<file path="config.mk">
export PLATFORM = sky130hd
export DESIGN_NAME = shell_top
export DESIGN_NICKNAME = d
export VERILOG_FILES = /design/src/design/shell_pkg.sv /design/src/design/dl_write_if.sv /design/src/design/download_port.sv /design/src/design/config_capture.sv /design/src/design/sync_regen.sv /design/src/design/display_setup.sv /design/src/design/shell_top.sv
export VERILOG_INCLUDE_DIRS = /design/src /design/src/design
export SDC_FILE = /design/constraint.sdc
export NUM_CORES = 1
export LEC_CHECK = 0
export BUFFER_PORTS_ARGS = -buffer_cell sky130_fd_sc_hd__buf_4
export CAP_MARGIN = 20
export CELL_PAD_IN_SITES_DETAIL_PLACEMENT = 1
export CELL_PAD_IN_SITES_GLOBAL_PLACEMENT = 1
export CORE_ASPECT_RATIO = 0.75
export CORE_MARGIN = 4
export CORE_UTILIZATION = 38
export DETAILED_ROUTE_END_ITERATION = 8
export PLACE_DENSITY_LB_ADDON = 0.1
export SETUP_SLACK_MARGIN = 0.4
export SLEW_MARGIN = 10
export SYNTH_ARGS = -nofsm -noshare
export SYNTH_HDL_FRONTEND = slang
export SYNTH_HIERARCHICAL = 1
export SYNTH_SLANG_ARGS = --single-unit
</file>
<file path="constraint.sdc">
create_clock -name CLK_VIDEO -period 2.6 [get_ports CLK_VIDEO]
set_clock_uncertainty 0.1 [all_clocks]
set_input_delay 0.52 -clock CLK_VIDEO [delete_from_list [all_inputs] [get_ports CLK_VIDEO]]
set_output_delay 0.52 -clock CLK_VIDEO [all_outputs]
set_load 0.02 [all_outputs]
</file>
<file path="src/design/shell_consts.svh">
////////////////////////////////////////////////////////////
// Platform shell constants
// Bus widths, download indices, power-up values of the
// configuration registers and the sync placement used when
// rebuilding sync from the core's blanking signals
////////////////////////////////////////////////////////////

`ifndef SHELL_CONSTS_SVH
`define SHELL_CONSTS_SVH

////////////////////////////////////////////////////////////
// Download stream
////////////////////////////////////////////////////////////

// Word address of the host download, wide mode steps by two
`define SHELL_ADDR_W 27
`define SHELL_DATA_W 16
`define SHELL_INDEX_W 16

// Index 1 carries the title number, 254 carries the DIP banks
`define SHELL_IDX_TITLE 16'd1
`define SHELL_IDX_DIPS 16'd254

// Values seen before the host has sent any configuration
`define SHELL_DIP0_RST 8'hFC
`define SHELL_DIP1_RST 8'hFC
`define SHELL_DIP2_RST 4'hF
`define SHELL_TNO_RST 4'd1

////////////////////////////////////////////////////////////
// Sync and crop
////////////////////////////////////////////////////////////

// Pixel position inside horizontal blank where hsync starts
`define SHELL_HS_START 9
`define SHELL_HS_WIDTH 28

// Line position inside vertical blank where vsync starts
`define SHELL_VS_START 14
`define SHELL_VS_WIDTH 3

// Visible height in the 5x integer 216p mode
`define SHELL_CROP_LINES 216

`endif

</file>
<file path="src/design/shell_pkg.sv">
////////////////////////////////////////////////////////////
// Platform shell types
// Enumerations shared by the download receiver, the write
// bus and the configuration registers
////////////////////////////////////////////////////////////

`default_nettype none

`include "shell_consts.svh"

package shell_pkg;

	////////////////////////////////////////////////////////////
	// Download targets
	////////////////////////////////////////////////////////////

	// Where a decoded download word is meant to go
	// DL_ROM is index 0, acknowledged but not stored here
	// DL_TITLE selects the game variant
	// DL_DIPS holds the three switch banks
	// DL_OTHER covers every index the shell does not know
	typedef enum logic [1:0] {
		DL_ROM   = 2'd0,
		DL_TITLE = 2'd1,
		DL_DIPS  = 2'd2,
		DL_OTHER = 2'd3
	} dl_target_e;

	////////////////////////////////////////////////////////////
	// Handshake state
	////////////////////////////////////////////////////////////

	// DL_IDLE waits for a request, DL_ACKED waits for release
	typedef enum logic {
		DL_IDLE  = 1'b0,
		DL_ACKED = 1'b1
	} dl_state_e;

endpackage

`default_nettype wire

</file>
<file path="src/design/dl_write_if.sv">
////////////////////////////////////////////////////////////
// Download write bus
// One decoded download word passed from the handshake
// receiver to the configuration registers
////////////////////////////////////////////////////////////

`default_nettype none

`include "shell_consts.svh"

interface dl_write_if;

	// Single cycle strobe, one per completed transfer
	logic wr;
	// Destination decoded from the download index
	shell_pkg::dl_target_e target;
	logic [`SHELL_ADDR_W-1:0] addr;
	logic [`SHELL_DATA_W-1:0] data;

	// Receiver side
	modport src (output wr, target, addr, data);

	// Register side
	modport dst (input wr, target, addr, data);

endinterface

`default_nettype wire

</file>
<file path="src/design/download_port.sv">
////////////////////////////////////////////////////////////
// Download handshake receiver
// Accepts host words over a four-phase req/ack handshake,
// decodes the download index and issues one write per
// transfer on the write bus
////////////////////////////////////////////////////////////

`default_nettype none

`include "shell_consts.svh"

module download_port (
	input  logic                      CLK_VIDEO,
	input  logic                      rst_n,
	input  logic                      dl_req,
	input  logic [`SHELL_INDEX_W-1:0] dl_index,
	input  logic [`SHELL_ADDR_W-1:0]  dl_addr,
	input  logic [`SHELL_DATA_W-1:0]  dl_data,
	output logic                      dl_ack,
	dl_write_if.src                   wr_bus
);

	shell_pkg::dl_state_e  state;
	shell_pkg::dl_target_e target_dec;
	logic                  take;

	// Index decode, ROM data is still acknowledged so the host
	// never stalls on it
	always_comb begin
		case (dl_index)
			'0:               target_dec = shell_pkg::DL_ROM;
			`SHELL_IDX_TITLE: target_dec = shell_pkg::DL_TITLE;
			`SHELL_IDX_DIPS:  target_dec = shell_pkg::DL_DIPS;
			default:          target_dec = shell_pkg::DL_OTHER;
		endcase
	end

	// A request seen while idle is accepted on this edge
	assign take = (state == shell_pkg::DL_IDLE) && dl_req;

	////////////////////////////////////////////////////////////
	// Handshake FSM
	////////////////////////////////////////////////////////////

	always_ff @(posedge CLK_VIDEO or negedge rst_n) begin
		if (!rst_n) begin
			state     <= shell_pkg::DL_IDLE;
			wr_bus.wr <= 1'b0;
		end else begin
			// The write strobe lives for the cycle in which ack rises
			wr_bus.wr <= take;
			if (take) begin
				state <= shell_pkg::DL_ACKED;
			end else if (state == shell_pkg::DL_ACKED && !dl_req) begin
				state <= shell_pkg::DL_IDLE;
			end
		end
	end

	// Ack is the state itself, so it follows req by one edge each way
	assign dl_ack = (state == shell_pkg::DL_ACKED);

	// Payload is captured while the host still holds it stable
	always_ff @(posedge CLK_VIDEO) begin
		if (take) begin
			wr_bus.target <= target_dec;
			wr_bus.addr   <= dl_addr;
			wr_bus.data   <= dl_data;
		end
	end

	////////////////////////////////////////////////////////////
	// Checks
	////////////////////////////////////////////////////////////

	// Ack may only rise in answer to a request sampled high
	a_ack_after_req: assert property (@(posedge CLK_VIDEO) disable iff (!rst_n)
		$rose(dl_ack) |-> $past(dl_req));

	// One transfer gives exactly one write strobe
	a_wr_single: assert property (@(posedge CLK_VIDEO) disable iff (!rst_n)
		wr_bus.wr |=> !wr_bus.wr);

endmodule

`default_nettype wire

</file>
<file path="src/design/config_capture.sv">
////////////////////////////////////////////////////////////
// Configuration registers
// DIP-switch banks and title number loaded from decoded
// download writes
////////////////////////////////////////////////////////////

`default_nettype none

`include "shell_consts.svh"

module config_capture (
	input  logic       CLK_VIDEO,
	input  logic       rst_n,
	dl_write_if.dst    wr_bus,
	output logic [7:0] dip0,
	output logic [7:0] dip1,
	output logic [3:0] dip2,
	output logic [3:0] tno
);

	logic dip_word_ok;

	// DIP data only lives in the first two words of its download
	assign dip_word_ok = (wr_bus.addr[`SHELL_ADDR_W-1:2] == '0);

	always_ff @(posedge CLK_VIDEO or negedge rst_n) begin
		if (!rst_n) begin
			dip0 <= `SHELL_DIP0_RST;
			dip1 <= `SHELL_DIP1_RST;
			dip2 <= `SHELL_DIP2_RST;
			tno  <= `SHELL_TNO_RST;
		end else if (wr_bus.wr) begin
			case (wr_bus.target)
				shell_pkg::DL_DIPS: begin
					// Word 0 holds banks 0 and 1, word 1 holds bank 2
					if (dip_word_ok && !wr_bus.addr[1]) begin
						dip0 <= wr_bus.data[7:0];
						dip1 <= wr_bus.data[15:8];
					end else if (dip_word_ok) begin
						dip2 <= wr_bus.data[3:0];
					end
				end
				// Title number, 1 for the first variant, 2 for the second
				shell_pkg::DL_TITLE: tno <= wr_bus.data[3:0];
				default: ;
			endcase
		end
	end

	// Nothing may move these registers except a write strobe
	a_cfg_hold: assert property (@(posedge CLK_VIDEO) disable iff (!rst_n)
		!$past(wr_bus.wr) |-> $stable({dip0, dip1, dip2, tno}));

endmodule

`default_nettype wire

</file>
<file path="src/design/sync_regen.sv">
////////////////////////////////////////////////////////////
// Sync regenerator
// Places clean hsync and vsync pulses inside the blanking
// intervals of the core, shifted by the user's signed
// horizontal and vertical offsets
////////////////////////////////////////////////////////////

`default_nettype none

`include "shell_consts.svh"

module sync_regen (
	input  logic              CLK_VIDEO,
	input  logic              rst_n,
	input  logic              ce_pix,
	input  logic              hblank,
	input  logic              vblank,
	input  logic signed [3:0] hs_offset,
	input  logic signed [3:0] vs_offset,
	output logic              hsync,
	output logic              vsync
);

	// Pixel count inside hblank and line count inside vblank
	logic [7:0] hb_cnt;
	logic [7:0] vb_cnt;

	// Pulse edges after applying the offsets
	logic [7:0] hs_on;
	logic [7:0] hs_off;
	logic [7:0] vs_on;
	logic [7:0] vs_off;
	logic       hs_rise_hit;
	logic       hs_fall_hit;

	// Offsets are sign extended so negative values move sync earlier
	assign hs_on  = 8'(`SHELL_HS_START) + {{4{hs_offset[3]}}, hs_offset};
	assign hs_off = hs_on + 8'(`SHELL_HS_WIDTH);
	assign vs_on  = 8'(`SHELL_VS_START) + {{4{vs_offset[3]}}, vs_offset};
	assign vs_off = vs_on + 8'(`SHELL_VS_WIDTH);

	// Both edges only count on a pixel strobe inside hblank
	assign hs_rise_hit = hblank && ce_pix && (hb_cnt == hs_on);
	assign hs_fall_hit = hblank && ce_pix && (hb_cnt == hs_off);

	////////////////////////////////////////////////////////////
	// Counters and pulses
	////////////////////////////////////////////////////////////

	always_ff @(posedge CLK_VIDEO or negedge rst_n) begin
		if (!rst_n) begin
			hb_cnt <= '0;
			vb_cnt <= '0;
			hsync  <= 1'b0;
			vsync  <= 1'b0;
		end else begin
			// Pixel counter restarts on every active line
			if (!hblank) begin
				hb_cnt <= '0;
			end else if (ce_pix) begin
				hb_cnt <= hb_cnt + 8'd1;
			end

			// Vsync edges are aligned to hsync rises
			if (hs_rise_hit) begin
				hsync <= 1'b1;
				if (vb_cnt == vs_on) begin
					vsync <= 1'b1;
				end
				if (vb_cnt == vs_off) begin
					vsync <= 1'b0;
				end
			end

			// A blank line is counted when its hsync ends
			if (hs_fall_hit) begin
				hsync <= 1'b0;
				if (vblank) begin
					vb_cnt <= vb_cnt + 8'd1;
				end
			end

			// Line counter restarts during active video
			if (!vblank) begin
				vb_cnt <= '0;
			end
		end
	end

	// Sync must start on a pixel strobe inside horizontal blank
	a_hs_in_blank: assert property (@(posedge CLK_VIDEO) disable iff (!rst_n)
		$rose(hsync) |-> $past(hblank && ce_pix));

endmodule

`default_nettype wire

</file>
<file path="src/design/display_setup.sv">
////////////////////////////////////////////////////////////
// Display settings
// Turns the menu's display options and the HDMI mode into
// aspect, scanline, scandoubler and 216p crop settings
////////////////////////////////////////////////////////////

`default_nettype none

`include "shell_consts.svh"

module display_setup (
	input  logic        CLK_VIDEO,
	input  logic        rst_n,
	input  logic [1:0]  aspect,
	input  logic [2:0]  scale_fx,
	input  logic        vcrop_en,
	input  logic [3:0]  crop_opt,
	input  logic        forced_scandoubler,
	input  logic [11:0] hdmi_width,
	input  logic [11:0] hdmi_height,
	output logic [11:0] arx,
	output logic [11:0] ary,
	output logic [9:0]  crop_size,
	output logic [4:0]  crop_off,
	output logic [1:0]  scanlines,
	output logic        scandoubler,
	output logic        hq2x
);

	// High when a 1080p output can take the 5x integer crop
	logic en216p;

	always_ff @(posedge CLK_VIDEO or negedge rst_n) begin
		if (!rst_n) begin
			en216p   <= 1'b0;
			crop_off <= '0;
		end else begin
			// Only a plain, non doubled picture is cropped
			en216p <= (hdmi_width == 12'd1920) && (hdmi_height == 12'd1080) &&
				!forced_scandoubler && (scale_fx == 3'd0);
			// Options 6 and up are the negative offsets, -12 to -2
			crop_off <= (crop_opt < 4'd6) ? {crop_opt, 1'b0} :
				({crop_opt, 1'b0} - 5'd24);
		end
	end

	assign crop_size = (en216p && vcrop_en) ? 10'(`SHELL_CROP_LINES) : 10'd0;

	// Aspect 0 is the original 4:3, the others select custom ratios
	assign arx = (aspect == 2'd0) ? 12'd4 : ({10'd0, aspect} - 12'd1);
	assign ary = (aspect == 2'd0) ? 12'd3 : 12'd0;

	// Filter 1 is HQ2x, filters 2 to 4 are the CRT scanline levels
	assign scanlines   = (scale_fx != 3'd0) ? 2'(scale_fx - 3'd1) : 2'd0;
	assign scandoubler = (scale_fx != 3'd0) || forced_scandoubler;
	assign hq2x        = (scale_fx == 3'd1);

endmodule

`default_nettype wire

</file>
<file path="src/design/shell_top.sv">
////////////////////////////////////////////////////////////
// Platform shell top level
// Download handshake and configuration registers, sync
// regeneration and display settings behind plain ports
////////////////////////////////////////////////////////////

`default_nettype none

`include "shell_consts.svh"

module shell_top (
	// Clock and download
	input  logic                      CLK_VIDEO,
	input  logic                      rst_n,
	input  logic                      dl_req,
	input  logic [`SHELL_INDEX_W-1:0] dl_index,
	input  logic [`SHELL_ADDR_W-1:0]  dl_addr,
	input  logic [`SHELL_DATA_W-1:0]  dl_data,
	output logic                      dl_ack,
	// Configuration out
	output logic [7:0]                dip0,
	output logic [7:0]                dip1,
	output logic [3:0]                dip2,
	output logic [3:0]                tno,
	// Video timing in
	input  logic                      ce_pix,
	input  logic                      hblank,
	input  logic                      vblank,
	input  logic signed [3:0]         hs_offset,
	input  logic signed [3:0]         vs_offset,
	// Sync out
	output logic                      hsync,
	output logic                      vsync,
	// Menu display options
	input  logic [1:0]                aspect,
	input  logic [2:0]                scale_fx,
	input  logic                      vcrop_en,
	input  logic [3:0]                crop_opt,
	input  logic                      forced_scandoubler,
	input  logic [11:0]               hdmi_width,
	input  logic [11:0]               hdmi_height,
	// Scaler settings
	output logic [11:0]               arx,
	output logic [11:0]               ary,
	output logic [9:0]                crop_size,
	output logic [4:0]                crop_off,
	output logic [1:0]                scanlines,
	output logic                      scandoubler,
	output logic                      hq2x
);

	// Decoded download writes
	dl_write_if wr_bus ();

	download_port u_port (
		.CLK_VIDEO (CLK_VIDEO),
		.rst_n     (rst_n),
		.dl_req    (dl_req),
		.dl_index  (dl_index),
		.dl_addr   (dl_addr),
		.dl_data   (dl_data),
		.dl_ack    (dl_ack),
		.wr_bus    (wr_bus.src)
	);

	config_capture u_cfg (
		.CLK_VIDEO (CLK_VIDEO),
		.rst_n     (rst_n),
		.wr_bus    (wr_bus.dst),
		.dip0      (dip0),
		.dip1      (dip1),
		.dip2      (dip2),
		.tno       (tno)
	);

	sync_regen u_sync (
		.CLK_VIDEO (CLK_VIDEO),
		.rst_n     (rst_n),
		.ce_pix    (ce_pix),
		.hblank    (hblank),
		.vblank    (vblank),
		.hs_offset (hs_offset),
		.vs_offset (vs_offset),
		.hsync     (hsync),
		.vsync     (vsync)
	);

	display_setup u_disp (
		.CLK_VIDEO          (CLK_VIDEO),
		.rst_n              (rst_n),
		.aspect             (aspect),
		.scale_fx           (scale_fx),
		.vcrop_en           (vcrop_en),
		.crop_opt           (crop_opt),
		.forced_scandoubler (forced_scandoubler),
		.hdmi_width         (hdmi_width),
		.hdmi_height        (hdmi_height),
		.arx                (arx),
		.ary                (ary),
		.crop_size          (crop_size),
		.crop_off           (crop_off),
		.scanlines          (scanlines),
		.scandoubler        (scandoubler),
		.hq2x               (hq2x)
	);

endmodule

`default_nettype wire

</file>
==> summary by stage <==
CTS
The depth of the CTS H-tree is 3. Clock tree synthesis selected as its root buffer the cell sky130_fd_sc_hd__clkbuf_16. Clock tree synthesis inserted a total of 9 buffers. The source-to-sink clock delay at the later pin of the worst-skew pair is ~0.34 ns.

The clock net in this run drives a total of 93 sinks. Buffers inserted to repair hold after CTS numbered 0. The maximum count of clock buffers along a single path is 2.

TritonCTS built the clock tree. After clock tree synthesis, the clock-pin slew on the worst setup and hold paths is 0.07 ns.

Die
The number of placement rows is 33. In this run the vertical extent of the chip is around 100 um. After floorplanning, the core was sized to cover 11200 um2. The die covers 13500 um2. The starting utilization of the core area is 39.8%.

The die extent in x is 133 um. The I/O pin count is 178.

Synth
The mean area per synthesized cell is 13.0 um2. During synthesis, Yosys emitted a total of 6 warnings. The mapped netlist covers 4450 um2.

After technology mapping, the gate count stands at 343.

Global route
The first global-routing pass estimated 18500 um of wire. After global routing the overflow that remains totals 0. The number of global-route vias before repair is 3696. The largest net degree at the start of global routing is 50. The total global routing track utilization is 17.4%. The initial antenna violation count came to 0.

Timing
The worst pin sits at a relative slew slack of 56.6%. The maximum frequency from static timing analysis is 447 MHz. The count of final max-slew check failures came to 0. Setup violations remaining at the end of the flow were counted as 0.

The number of endpoints with negative hold slack in the final report is 0. The final critical-path required period is 2.24 ns. For the pin with the worst max-slew slack, the measured transition is around 0.65 ns. The share of the clock period used by the worst path is 86.0%.

The total negative slack is 0 ns. Setup repair after global routing could not meet its margin everywhere. The worst hold slack across all endpoints is 0.116 ns.

Job
Max-cap violations in this run came to 0.

Placement
The count of buffers from port buffering is 150. The number of placed instances, taps included is around 650. The estimated wirelength of the detail-placed design is roughly 8800 um. Routability-driven placement finished with a final weighted congestion of roughly 0.76.

Worst setup path
Counting stages on the worst path, the most repeated cell is sky130_fd_sc_hd__ha_4. The worst-path maximum fanout is 7. The cell type of the slowest stage on the worst timing path is sky130_fd_sc_hd__a211oi_4. The worst register-to-register path has a depth of 5. At the worst endpoint, the arrival time is 2.40 ns.

Walking the worst path, the cells encountered are buf_8, ha_4, xnor2_4, ha_4, xor2_4, nand2_2, a21o_4, a211oi_4, buf_6, mux2i_1. The worst flop-to-flop path startpoint is u_port/wr_bus.addr[14]$_DFFE_PP_. The delay contributed by the slowest stage of the critical path is 0.31 ns.

The capturing element type of the critical path is a register. STA classifies the critical path startpoint as a primary input. The beginning of the critical path is hs_offset[0].

The critical path in this run is classified as in -> reg. Data on the critical path is required at its endpoint by ~2.8 ns.

Power
The share of total power in sequential cells is 48.6%. VDD sags by at most 395 uV. The post-layout total power is 0.00371 W. In this run switching power makes up 26.4% of total power. For this design the static power due to leakage is roughly 2.7 nW. The clock network accounts for 33.3% of the total power. The internal portion of the total power is 0.00273 W.

For this design the total switching power over the nets is a little under 0.001 W. Combinational logic is responsible for 18.1% of the overall power. In this run the power density over the cells is 588 nW/um2.

Detailed routing
The number of vias per cell after detailed routing is 4.88. Once detail routing completed, the nets flagged for antenna violations numbered 0. After the first detailed-routing iteration, the DRC count stood at 113. Summed over all layers, the routed wires come to 11800 um. The first detailed-routing pass took 4 iterations. The routed wire length per instance is 17.6 um. Across all layers, the routed design uses 3262 vias. For this run, design rule violations remaining after detail routing come to 0.

Final layout
Cells fill 56.4% of the core in the end. The final-stage net count is 625. The antenna diode count is 0. The layout cell share with drive strength beyond 1 is 49.4%. Relative to the synthesized area, the layout overhead comes to 41.7%. Leaving out filler cells and counting taps, the final layout contains between 600 and 700.

Status
The flow ran to the end, and the final reports show no timing, DRC or antenna violations.

Min path
The worst hold-check path type is in -> async.
worst paths after layout:
kind,end,slack [ns]
worst max-delay path,u_sync/vb_cnt[0]$_DFFE_PN0P_,0.36
worst min-delay path,u_port/dl_ack$_DFFE_PN0P_,0.12
worst max register to register,u_cfg/dip1[0]$_DFFE_PN0P_,0.51
worst min register to register,u_cfg/dip1[4]$_DFFE_PN1P_,0.37
max in group asynchronous,u_sync/hb_cnt[2]$_DFFE_PN0P_,1.85
min in group CLK_VIDEO,u_disp/crop_off[1]$_DFF_PN0_,0.18
layout make-up:
type                       count  area [um2]
multi-input combinational    227        1930
clock inverter                 5        33.8
clock buffer                  11         243
tap                          157         196
sequential                    93        2570
fill                        1153        4880
inverter                      10        37.5
timing repair buffer         166        1290
placed cells by master (no fill, tap or decap), drive strengths merged, types with 2 or more instances in the layout:
master,n
a2111oi,8
a21boi,2
a21oi,5
and2,10
and4,2
buf,166
clkbuf,11
clkinv,2
conb,26
dfrtp,32
dfstp,17
edfxtp,44
ha,10
inv,13
mux2,25
mux2i,9
nand2,22
nand2b,7
nand3,8
nand3b,2
nand4,8
nor2,10
nor2b,2
nor3,4
nor4,10
nor4bb,3
o21ai,4
o21ba,2
o21bai,2
or3,3
or4,6
xnor2,14
xor2,8
per-layer routing:
layer | GRT usage [%] | vias to the layer above | part of all wire [%]
li1 | - | 1535 | -
met1 | 19.7 | 1600 | 40
met2 | 30.1 | 111 | 50
met3 | 8.24 | 16 | 9.4
met4 | 4.79 | 0 | 1.3
met5 | 0 | - | 0
timing repair:
item,CTS,global route
resized for setup,18,12
setup endpoints to repair,9,25
pin swaps,7,9
buffers inserted,4,1
registers in the layout, indices dropped and copies added, names as in the netlist:
name	cells
u_port/wr_bus.addr	26
u_port/wr_bus.data	16
u_cfg/dip0	8
u_cfg/dip1	8
u_sync/hb_cnt	8
u_sync/vb_cnt	8
u_cfg/dip2	4
u_cfg/tno	4
u_disp/crop_off	4
u_port/wr_bus.target	2
u_disp/en216p	1
u_port/dl_ack	1
u_port/wr_bus.wr	1
u_sync/hsync	1
u_sync/vsync	1
power by group through the flow:
stage / registers, W / clock network, W / logic [W]
floorplan: 0.00186 / 0 / 0.000280
global placement: 0.00182 / 0 / 0.000592
detailed placement: 0.00183 / 0 / 0.000615
CTS: 0.00180 / 0.00127 / 0.000662
global route: 0.00182 / 0.00135 / 0.000731
finish: 0.00180 / 0.00124 / 0.000673
metrics by stage:
| step | worst slack, ns | instance area (um2) |
|---|---|---|
| 6_report | 0.363 | 6310 |
| 5_1_grt | 0.307 | 6310 |
| 4_1_cts | 0.401 | 6230 |
| 3_5_place_dp | -0.217 | 5760 |
| 3_3_place_gp | -0.153 | 5760 |
| 2_1_floorplan | 0.178 | 4610 |
worst max-delay path: cells and delay by family:
kind	cells	cell delay (ns)
buffers and inverters	2	0.26
AO/OA/AOI/OAI	2	0.58
adder cells (fa/ha/maj)	2	0.46
multiplexers	1	0.17
AND/OR/NAND/NOR	1	0.08
XOR/XNOR	2	0.31
Power figures use the tool's default switching activity.
